### config.mk
export PLATFORM = sky130hd
export DESIGN_NAME = wino_inverse_xform
export DESIGN_NICKNAME = d
export VERILOG_FILES = /design/src/wino_num_pkg.sv /design/src/wino_tile_pkg.sv /design/src/wino_adder6.sv /design/src/wino_at_stage.sv /design/src/wino_transpose_buf.sv /design/src/wino_out_ctrl.sv /design/src/wino_out_quant.sv /design/src/wino_inverse_xform.sv
export VERILOG_INCLUDE_DIRS = /design/src /design/src/src
export SDC_FILE = /design/constraint.sdc
export NUM_CORES = 2
export LEC_CHECK = 0
export ABC_CLOCK_PERIOD_IN_PS = 4700
export BUFFER_PORTS_ARGS = -buffer_cell sky130_fd_sc_hd__buf_4
export CAP_MARGIN = 20
export CORE_MARGIN = 2
export CORE_UTILIZATION = 41
export CTS_CLUSTER_SIZE = 25
export DETAILED_ROUTE_END_ITERATION = 6
export SETUP_SLACK_MARGIN = 0.3
export SLEW_MARGIN = 20
export SYNTH_ARGS = -nofsm -noshare
export SYNTH_HDL_FRONTEND = slang
export SYNTH_HIERARCHICAL = 1
export SYNTH_SLANG_ARGS = --single-unit
### constraint.sdc
create_clock -name clk -period 4.7 [get_ports clk]
set_input_delay 0.235 -clock clk [delete_from_list [all_inputs] [get_ports clk]]
set_output_delay 0.235 -clock clk [all_outputs]
set_load 0.005 [all_outputs]
### src/wino_settings.svh
`ifndef WINO_SETTINGS_SVH
`define WINO_SETTINGS_SVH

// ~~~~~~~~~~~~~~~~~~~~~~~~~~~~~~~~~~~~~~~~~~~~~~~~~~~~~~~~~~~~~~~~~~~~~~
// Inverse transform datapath widths
// ~~~~~~~~~~~~~~~~~~~~~~~~~~~~~~~~~~~~~~~~~~~~~~~~~~~~~~~~~~~~~~~~~~~~~~
`define WINO_ACC_W    30 // Accumulator word.
`define WINO_PIX_W    16 // Output pixel.
`define WINO_FRAC_LSB 8  // Lowest accumulator bit kept in a pixel.

// F(4,3) tile sides.
`define WINO_TILE_IN  6
`define WINO_TILE_OUT 4

`endif

### src/wino_num_pkg.sv
`default_nettype none

`include "wino_settings.svh"

package wino_num_pkg;

	// Signed word coming out of the element-wise product stage.
	typedef logic signed [`WINO_ACC_W-1:0] acc_t;

	typedef logic [`WINO_PIX_W-1:0] pix_t; // Rectified output pixel.

endpackage

`default_nettype wire

### src/wino_tile_pkg.sv
`default_nettype none

package wino_tile_pkg;

	import wino_num_pkg::*;

	// Input column, or a transposed row of stage-1 results.
	typedef struct packed {
		acc_t e0;
		acc_t e1;
		acc_t e2;
		acc_t e3;
		acc_t e4;
		acc_t e5;
	} acc_vec6_t;

	typedef struct packed {
		acc_t e0;
		acc_t e1;
		acc_t e2;
		acc_t e3;
	} acc_vec4_t; // One A^T product.

	typedef struct packed {
		pix_t p0;
		pix_t p1;
		pix_t p2;
		pix_t p3;
	} pix_row_t; // Output row with p0 as column 0.

endpackage

`default_nettype wire

### src/wino_adder6.sv
`timescale 1ns/10ps
`default_nettype none

module wino_adder6
	import wino_num_pkg::*, wino_tile_pkg::*;
(
	input  wire            clk,
	input  wire            i_arst_n,
	input  wire acc_vec6_t i_terms,
	output acc_t           o_sum
);

	acc_t s1_a;
	acc_t s1_b;
	acc_t s1_c;
	acc_t s2_ab;
	acc_t s2_c;
	acc_t s3_sum;

	// Three-level tree whose sums wrap at the accumulator width.
	always_ff @(posedge clk or negedge i_arst_n) begin
		if (!i_arst_n) begin
			s1_a   <= '0;
			s1_b   <= '0;
			s1_c   <= '0;
			s2_ab  <= '0;
			s2_c   <= '0;
			s3_sum <= '0;
		end else begin
			s1_a   <= i_terms.e0 + i_terms.e1;
			s1_b   <= i_terms.e2 + i_terms.e3;
			s1_c   <= i_terms.e4 + i_terms.e5;
			s2_ab  <= s1_a + s1_b;
			s2_c   <= s1_c; // Odd pair rides along.
			s3_sum <= s2_ab + s2_c;
		end
	end

	assign o_sum = s3_sum;

endmodule

`default_nettype wire

### src/wino_at_stage.sv
`timescale 1ns/10ps
`default_nettype none

module wino_at_stage
	import wino_num_pkg::*, wino_tile_pkg::*;
(
	input  wire            clk,
	input  wire            i_arst_n,
	input  wire acc_vec6_t i_vec,
	output acc_vec4_t      o_vec
);

	acc_t      v2_n;
	acc_t      v3_x2;
	acc_t      v4_x2_n;
	acc_t      v3_x4;
	acc_t      v4_x4;
	acc_t      v3_x8;
	acc_t      v4_x8_n;
	acc_vec6_t terms [4];
	acc_t      sums  [4];

	// Scaled and negated operands of the A^T rows.
	assign v2_n    = -i_vec.e2;
	assign v3_x2   = i_vec.e3 <<< 1;
	assign v4_x2_n = -(i_vec.e4 <<< 1);
	assign v3_x4   = i_vec.e3 <<< 2;
	assign v4_x4   = i_vec.e4 <<< 2;
	assign v3_x8   = i_vec.e3 <<< 3;
	assign v4_x8_n = -(i_vec.e4 <<< 3);

	assign terms[0] = '{i_vec.e0, i_vec.e1, i_vec.e2, i_vec.e3, i_vec.e4, acc_t'(0)};
	assign terms[1] = '{acc_t'(0), i_vec.e1, v2_n, v3_x2, v4_x2_n, acc_t'(0)};
	assign terms[2] = '{acc_t'(0), i_vec.e1, i_vec.e2, v3_x4, v4_x4, acc_t'(0)};
	assign terms[3] = '{acc_t'(0), i_vec.e1, v2_n, v3_x8, v4_x8_n, i_vec.e5};

	for (genvar r = 0; r < 4; r++) begin : g_row
		wino_adder6 add0 (
			.clk      (clk),
			.i_arst_n (i_arst_n),
			.i_terms  (terms[r]),
			.o_sum    (sums[r])
		);
	end

	assign o_vec = '{sums[0], sums[1], sums[2], sums[3]};

endmodule

`default_nettype wire

### src/wino_transpose_buf.sv
`timescale 1ns/10ps
`default_nettype none

`include "wino_settings.svh"

module wino_transpose_buf
	import wino_tile_pkg::*;
(
	input  wire            clk,
	input  wire            i_arst_n,
	input  wire acc_vec4_t i_col,
	input  wire            i_col_we,
	input  wire            i_drain_load,
	input  wire            i_row_shift,
	output acc_vec6_t      o_row
);

	acc_vec4_t cap       [`WINO_TILE_IN];  // Oldest column at index 0.
	acc_vec6_t drain     [`WINO_TILE_OUT]; // Row 0 at index 0.
	acc_vec6_t load_rows [`WINO_TILE_OUT];

	// ~~~~~~~~~~~~~~~~~~~~~~~~~~~~~~~~~~~~~~~~~~~~~~~~~~~~~~~~~~~~~~~~~~~~~~
	// Element r of each column becomes row r
	// ~~~~~~~~~~~~~~~~~~~~~~~~~~~~~~~~~~~~~~~~~~~~~~~~~~~~~~~~~~~~~~~~~~~~~~
	always_comb begin
		load_rows[0] = '{cap[0].e0, cap[1].e0, cap[2].e0, cap[3].e0, cap[4].e0, cap[5].e0};
		load_rows[1] = '{cap[0].e1, cap[1].e1, cap[2].e1, cap[3].e1, cap[4].e1, cap[5].e1};
		load_rows[2] = '{cap[0].e2, cap[1].e2, cap[2].e2, cap[3].e2, cap[4].e2, cap[5].e2};
		load_rows[3] = '{cap[0].e3, cap[1].e3, cap[2].e3, cap[3].e3, cap[4].e3, cap[5].e3};
	end

	always_ff @(posedge clk or negedge i_arst_n) begin
		if (!i_arst_n) begin
			for (int k = 0; k < `WINO_TILE_IN; k++) begin
				cap[k] <= '0;
			end
		end else if (i_col_we) begin
			for (int k = 0; k < `WINO_TILE_IN - 1; k++) begin
				cap[k] <= cap[k+1];
			end
			cap[`WINO_TILE_IN-1] <= i_col;
		end
	end

	// A load may share a cycle with the next block's first write.
	always_ff @(posedge clk or negedge i_arst_n) begin
		if (!i_arst_n) begin
			for (int r = 0; r < `WINO_TILE_OUT; r++) begin
				drain[r] <= '0;
			end
		end else if (i_drain_load) begin
			drain <= load_rows;
		end else if (i_row_shift) begin
			for (int r = 0; r < `WINO_TILE_OUT - 1; r++) begin
				drain[r] <= drain[r+1];
			end
		end
	end

	assign o_row = drain[0];

endmodule

`default_nettype wire

### src/wino_out_ctrl.sv
`timescale 1ns/10ps
`default_nettype none

`include "wino_settings.svh"

module wino_out_ctrl (
	input  wire  clk,
	input  wire  i_arst_n,
	input  wire  i_valid,
	output logic o_col_we,
	output logic o_drain_load,
	output logic o_row_shift,
	output logic o_row_valid
);

	logic [2:0] we_dly;     // Matches stage-1 latency.
	logic [2:0] wr_cnt;
	logic       last_write;
	logic       drain_load;
	logic [2:0] rows_left;
	logic       drain_active;
	logic [2:0] act_dly;    // Matches stage-2 latency.

	assign o_col_we     = we_dly[2];
	assign last_write   = o_col_we && (wr_cnt == 3'(`WINO_TILE_IN - 1));
	assign drain_active = (rows_left != '0);

	// ~~~~~~~~~~~~~~~~~~~~~~~~~~~~~~~~~~~~~~~~~~~~~~~~~~~~~~~~~~~~~~~~~~~~~~
	// Capture side
	// ~~~~~~~~~~~~~~~~~~~~~~~~~~~~~~~~~~~~~~~~~~~~~~~~~~~~~~~~~~~~~~~~~~~~~~
	always_ff @(posedge clk or negedge i_arst_n) begin
		if (!i_arst_n) begin
			we_dly     <= '0;
			wr_cnt     <= '0;
			drain_load <= 1'b0;
		end else begin
			we_dly     <= {we_dly[1:0], i_valid};
			drain_load <= last_write; // Capture is complete one cycle later.
			if (last_write) begin
				wr_cnt <= '0;
			end else if (o_col_we) begin
				wr_cnt <= wr_cnt + 3'd1;
			end
		end
	end

	// ~~~~~~~~~~~~~~~~~~~~~~~~~~~~~~~~~~~~~~~~~~~~~~~~~~~~~~~~~~~~~~~~~~~~~~
	// Drain side
	// ~~~~~~~~~~~~~~~~~~~~~~~~~~~~~~~~~~~~~~~~~~~~~~~~~~~~~~~~~~~~~~~~~~~~~~
	always_ff @(posedge clk or negedge i_arst_n) begin
		if (!i_arst_n) begin
			rows_left <= '0;
			act_dly   <= '0;
		end else begin
			act_dly <= {act_dly[1:0], drain_active};
			if (drain_load) begin
				rows_left <= 3'(`WINO_TILE_OUT);
			end else if (drain_active) begin
				rows_left <= rows_left - 3'd1;
			end
		end
	end

	// Every row but the last is followed by a shift.
	assign o_row_shift  = (rows_left > 3'd1);
	assign o_drain_load = drain_load;
	assign o_row_valid  = act_dly[2];

endmodule

`default_nettype wire

### src/wino_out_quant.sv
`timescale 1ns/10ps
`default_nettype none

`include "wino_settings.svh"

module wino_out_quant
	import wino_num_pkg::*, wino_tile_pkg::*;
(
	input  wire            clk,
	input  wire            i_arst_n,
	input  wire acc_vec4_t i_row,
	input  wire            i_row_valid,
	output pix_row_t       o_row,
	output logic           o_valid
);

	// Negative values clamp to zero and the high side does not saturate.
	function automatic pix_t rectify(input acc_t v);
		if (v[`WINO_ACC_W-1]) begin
			return '0;
		end
		return v[`WINO_FRAC_LSB +: `WINO_PIX_W];
	endfunction

	always_ff @(posedge clk or negedge i_arst_n) begin
		if (!i_arst_n) begin
			o_valid <= 1'b0;
		end else begin
			o_valid <= i_row_valid;
		end
	end

	always_ff @(posedge clk) begin
		if (i_row_valid) begin
			o_row <= '{rectify(i_row.e0), rectify(i_row.e1), rectify(i_row.e2),
				rectify(i_row.e3)};
		end
	end

endmodule

`default_nettype wire

### src/wino_inverse_xform.sv
`timescale 1ns/10ps
`default_nettype none

module wino_inverse_xform
	import wino_tile_pkg::*;
(
	input  wire            clk,
	input  wire            i_arst_n,
	input  wire            i_valid,
	input  wire acc_vec6_t i_col,
	output logic           o_valid,
	output pix_row_t       o_row
);

	logic      col_we;
	logic      drain_load;
	logic      row_shift;
	logic      row_valid;
	acc_vec4_t col_xf;  // A^T times one input column.
	acc_vec6_t buf_row; // Transposed row of stage-1 results.
	acc_vec4_t row_xf;

	wino_out_ctrl ctrl0 (
		.clk          (clk),
		.i_arst_n     (i_arst_n),
		.i_valid      (i_valid),
		.o_col_we     (col_we),
		.o_drain_load (drain_load),
		.o_row_shift  (row_shift),
		.o_row_valid  (row_valid)
	);

	wino_at_stage col_stage0 (
		.clk      (clk),
		.i_arst_n (i_arst_n),
		.i_vec    (i_col),
		.o_vec    (col_xf)
	);

	wino_transpose_buf buf0 (
		.clk          (clk),
		.i_arst_n     (i_arst_n),
		.i_col        (col_xf),
		.i_col_we     (col_we),
		.i_drain_load (drain_load),
		.i_row_shift  (row_shift),
		.o_row        (buf_row)
	);

	wino_at_stage row_stage0 (
		.clk      (clk),
		.i_arst_n (i_arst_n),
		.i_vec    (buf_row),
		.o_vec    (row_xf)
	);

	wino_out_quant quant0 (
		.clk         (clk),
		.i_arst_n    (i_arst_n),
		.i_row       (row_xf),
		.i_row_valid (row_valid),
		.o_row       (o_row),
		.o_valid     (o_valid)
	);

endmodule

`default_nettype wire

==> run_results.csv <==
group,metric,value,unit
placed_design,preCtsSetupSlack,0.227,ns
job,drv_cap,0,
status,status,"complete, no violations",
sta,skew,0.0674,ns
power,power.density,793,nW/um2
power,p_int,81900,uW
route,drt_wl_total,476,mm
critical_path,worst-setup-path-type,"flip-flop to flip-flop",
floorplan,die-area,394000,um2
grt,grt_pass1_vias,112893,
finish,nNetsFinal,16787,
placed_design,gp_congestion,0.962,
critical_path,cp-end-kind,"flip-flop",
sta,tightest_slew,1.15,ns
floorplan,chipHeight,628,um
synthesis,syn_area_per_cell,10.9,um2
finish,utilization,0.466,
sta,hold_violations,0,
synthesis,syn_area,160000,um2
sta,rsz0062_at_grt,"false",
clocking,path_clk_slew,0.06,ns
synthesis,synth_cells,14605,
sta,finalSetupTns,0,ns
route,first_pass_iters,6,
floorplan,num_io_pins,248,
floorplan,die_x,628,um
sta,fin_crit_sh,0.905,
critical_path,crit_fanout,3,
power,switchingPower,61600,uW
sta,setup_viol,0,
finish,nFillCells,35952,
clocking,cts_max_level,5,
sta,setup_slack,0.448,ns
route,via_per_inst,5.45,
clocking,cts.sinks,2906,
clocking,cts-root-buf,"clkbuf_16",
route,route.detailed.drc,0,
clocking,cts_tree,"done",
synthesis,yosysWarningCount,6,
worst_hold_path,hold_class,"input port to flip-flop",
power,max-vdd-ir-drop,0.485,mV
grt,grt_max_degree,174,
grt,grt.total_usage,0.239,
grt,antenna_found_initial,39,
finish,areaGrowthSynthToFinish,13.5,%
critical_path,cp.arrival,5.09,ns
power,p_comb_frac,0.489,
grt,grt_overflow,0,
sta,maxSlewViolCount,0,
floorplan,core-area,388000,um2
route,vias,113712,
floorplan,start_util,0.411,
critical_path,worstPathRequired,5.54,ns
clocking,clk_path_buf_depth,4,
sta,slew_headroom,0.233,
critical_path,cp-start-kind,"flip-flop",
clocking,clkLatencyLatePin,0.97,ns
power,p_leak,0.0829,uW
critical_path,rrSetupSlack,0.45,ns
power,seqPwrFrac,0.328,
clocking,cts_buffers,326,
route,first_iter_violations,8253,
route,drtAntennaViolNets,0,
floorplan,fp-row-count,229,
finish,drive_gt1_frac,0.142,
placed_design,io_buffers,247,
power,pwr-share-clk,0.183,
grt,grt_pass1_wl,714,mm
placed_design,dpl.hpwl,372,mm
route,wl_per_cell,22.8,um
sta,min_period,4.25,ns
sta,max_freq,0.235,GHz
power,swShare,0.429,
-- flip-flops by register name (all words and copies together) (netlist names), 120 cells and up --
signal / count
row_stage0/g_row.add0/s1_b: 120
row_stage0/g_row.add0/s2_c: 120
col_stage0/g_row.add0/s1_c: 120
row_stage0/g_row.add0/s1_c: 120
col_stage0/g_row.add0/s1_a: 120
row_stage0/g_row.add0/s1_a: 120
col_stage0/g_row.add0/s1_b: 120
col_stage0/g_row.add0/s2_ab: 120
row_stage0/g_row.add0/s2_ab: 120
col_stage0/g_row.add0/s2_c: 120
buf0/drain: 540
buf0/cap: 720
col_stage0/g_row.add0/o_sum: 120
buf0/o_row: 180
-- power by group through the flow --
stage                     registers [uW]  clock network, uW  logic, uW
after floorplan                    41600                  0      51600
after global placement             47400                  0      67900
after detailed placement           47600                  0      68300
after CTS                          47200              26800      69100
after global routing               48300              27800      76500
final                              47100              26200      70200
-- layout by cell type, fill, tap and decap left out, types with 160 or more instances in the layout --
| cell type | instances |
|---|---|
| o21ai_0 | 545 |
| a21o_1 | 560 |
| ha_1 | 1164 |
| clkbuf_16 | 329 |
| nor3_1 | 160 |
| mux2_2 | 903 |
| nand2_1 | 1094 |
| nand4_1 | 164 |
| conb_1 | 404 |
| dlygate4sd3_1 | 296 |
| nand3_1 | 220 |
| buf_4 | 413 |
| mux2i_1 | 547 |
| a21oi_1 | 1006 |
| inv_1 | 374 |
| dfrtp_1 | 2839 |
| xnor2_1 | 743 |
| xor2_1 | 373 |
| o21ai_1 | 587 |
| nor2_1 | 588 |
-- layout make-up --
class | instances | area (um2) | area share
Timing Repair Buffer | 756 | 7010 | 0.0387
Clock inverter | 138 | 1770 | 0.00978
Antenna cell | 20 | 50.0 | 0.000276
Inverter | 376 | 1410 | 0.00780
Clock buffer | 450 | 9340 | 0.0516
Tap cell | 5197 | 6500 | 0.0359
Multi-Input combinational cell | 11029 | 81900 | 0.452
Sequential cell | 2906 | 73100 | 0.403
-- repair_timing --
item / in CTS / in global routing
buffers inserted: 0 / 2
setup endpoints to repair: 1 / 8
hold buffers: 297 / 0
pin swaps: 0 / 9
hold endpoints to repair: 856 / 0
resized for setup: 5 / 23
-- critical path, cell delays in order (launching register included) --
cell and delay [ns]:
dfrtp_1 0.37, or4_4 0.59, or3_4 0.38, or3_4 0.40, or3_2 0.45, xor2_2 0.18
ha_1 0.33, a21o_1 0.19, a21o_1 0.17, a21o_1 0.19, a2111oi_2 0.29, nor3_1 0.08
a31o_2 0.23, a21oi_2 0.14, xnor2_1 0.15
-- worst paths after layout --
check,startpoint,to,cells after the start
setup / recovery,buf0/o_row[32],row_stage0/g_row[3].add0/s1_c[29],14
hold / removal,i_col[103],col_stage0/g_row[3].add0/s1_b[13],4
setup reg to reg,buf0/o_row[32],row_stage0/g_row[3].add0/s1_c[29],14
hold reg to reg,ctrl0/we_dly[0],ctrl0/we_dly[1],0
max in group asynchronous,i_arst_n,col_stage0/g_row[2].add0/s1_c[19],5
min in group asynchronous,i_arst_n,row_stage0/g_row[1].add0/s1_a[4],3
-- metrics by stage --
stage               cell area (um2)  instances  total power, uW  hold slack, ns
floorplan                    161000      15007            93200         -0.0606
global placement             167000      19964           115000           0.304
detailed placement           167000      19965           116000           0.303
CTS                          181000      20850           143000         0.00930
global route                 181000      20856           153000          0.0782
finish                       181000      20872           144000          0.0747
-- layer usage --
layer  wire length [um]  part of all wire  global-route usage  up-vias
met5                 34          0.000071                   0        -
met4              25300             0.053               0.110        4
met3              20100             0.042              0.0251      856
met2             223000              0.47               0.396     2699
met1             207000              0.44               0.316    56330
li1                   -                 -                   -    53823
(Power assumes the default switching activity.)
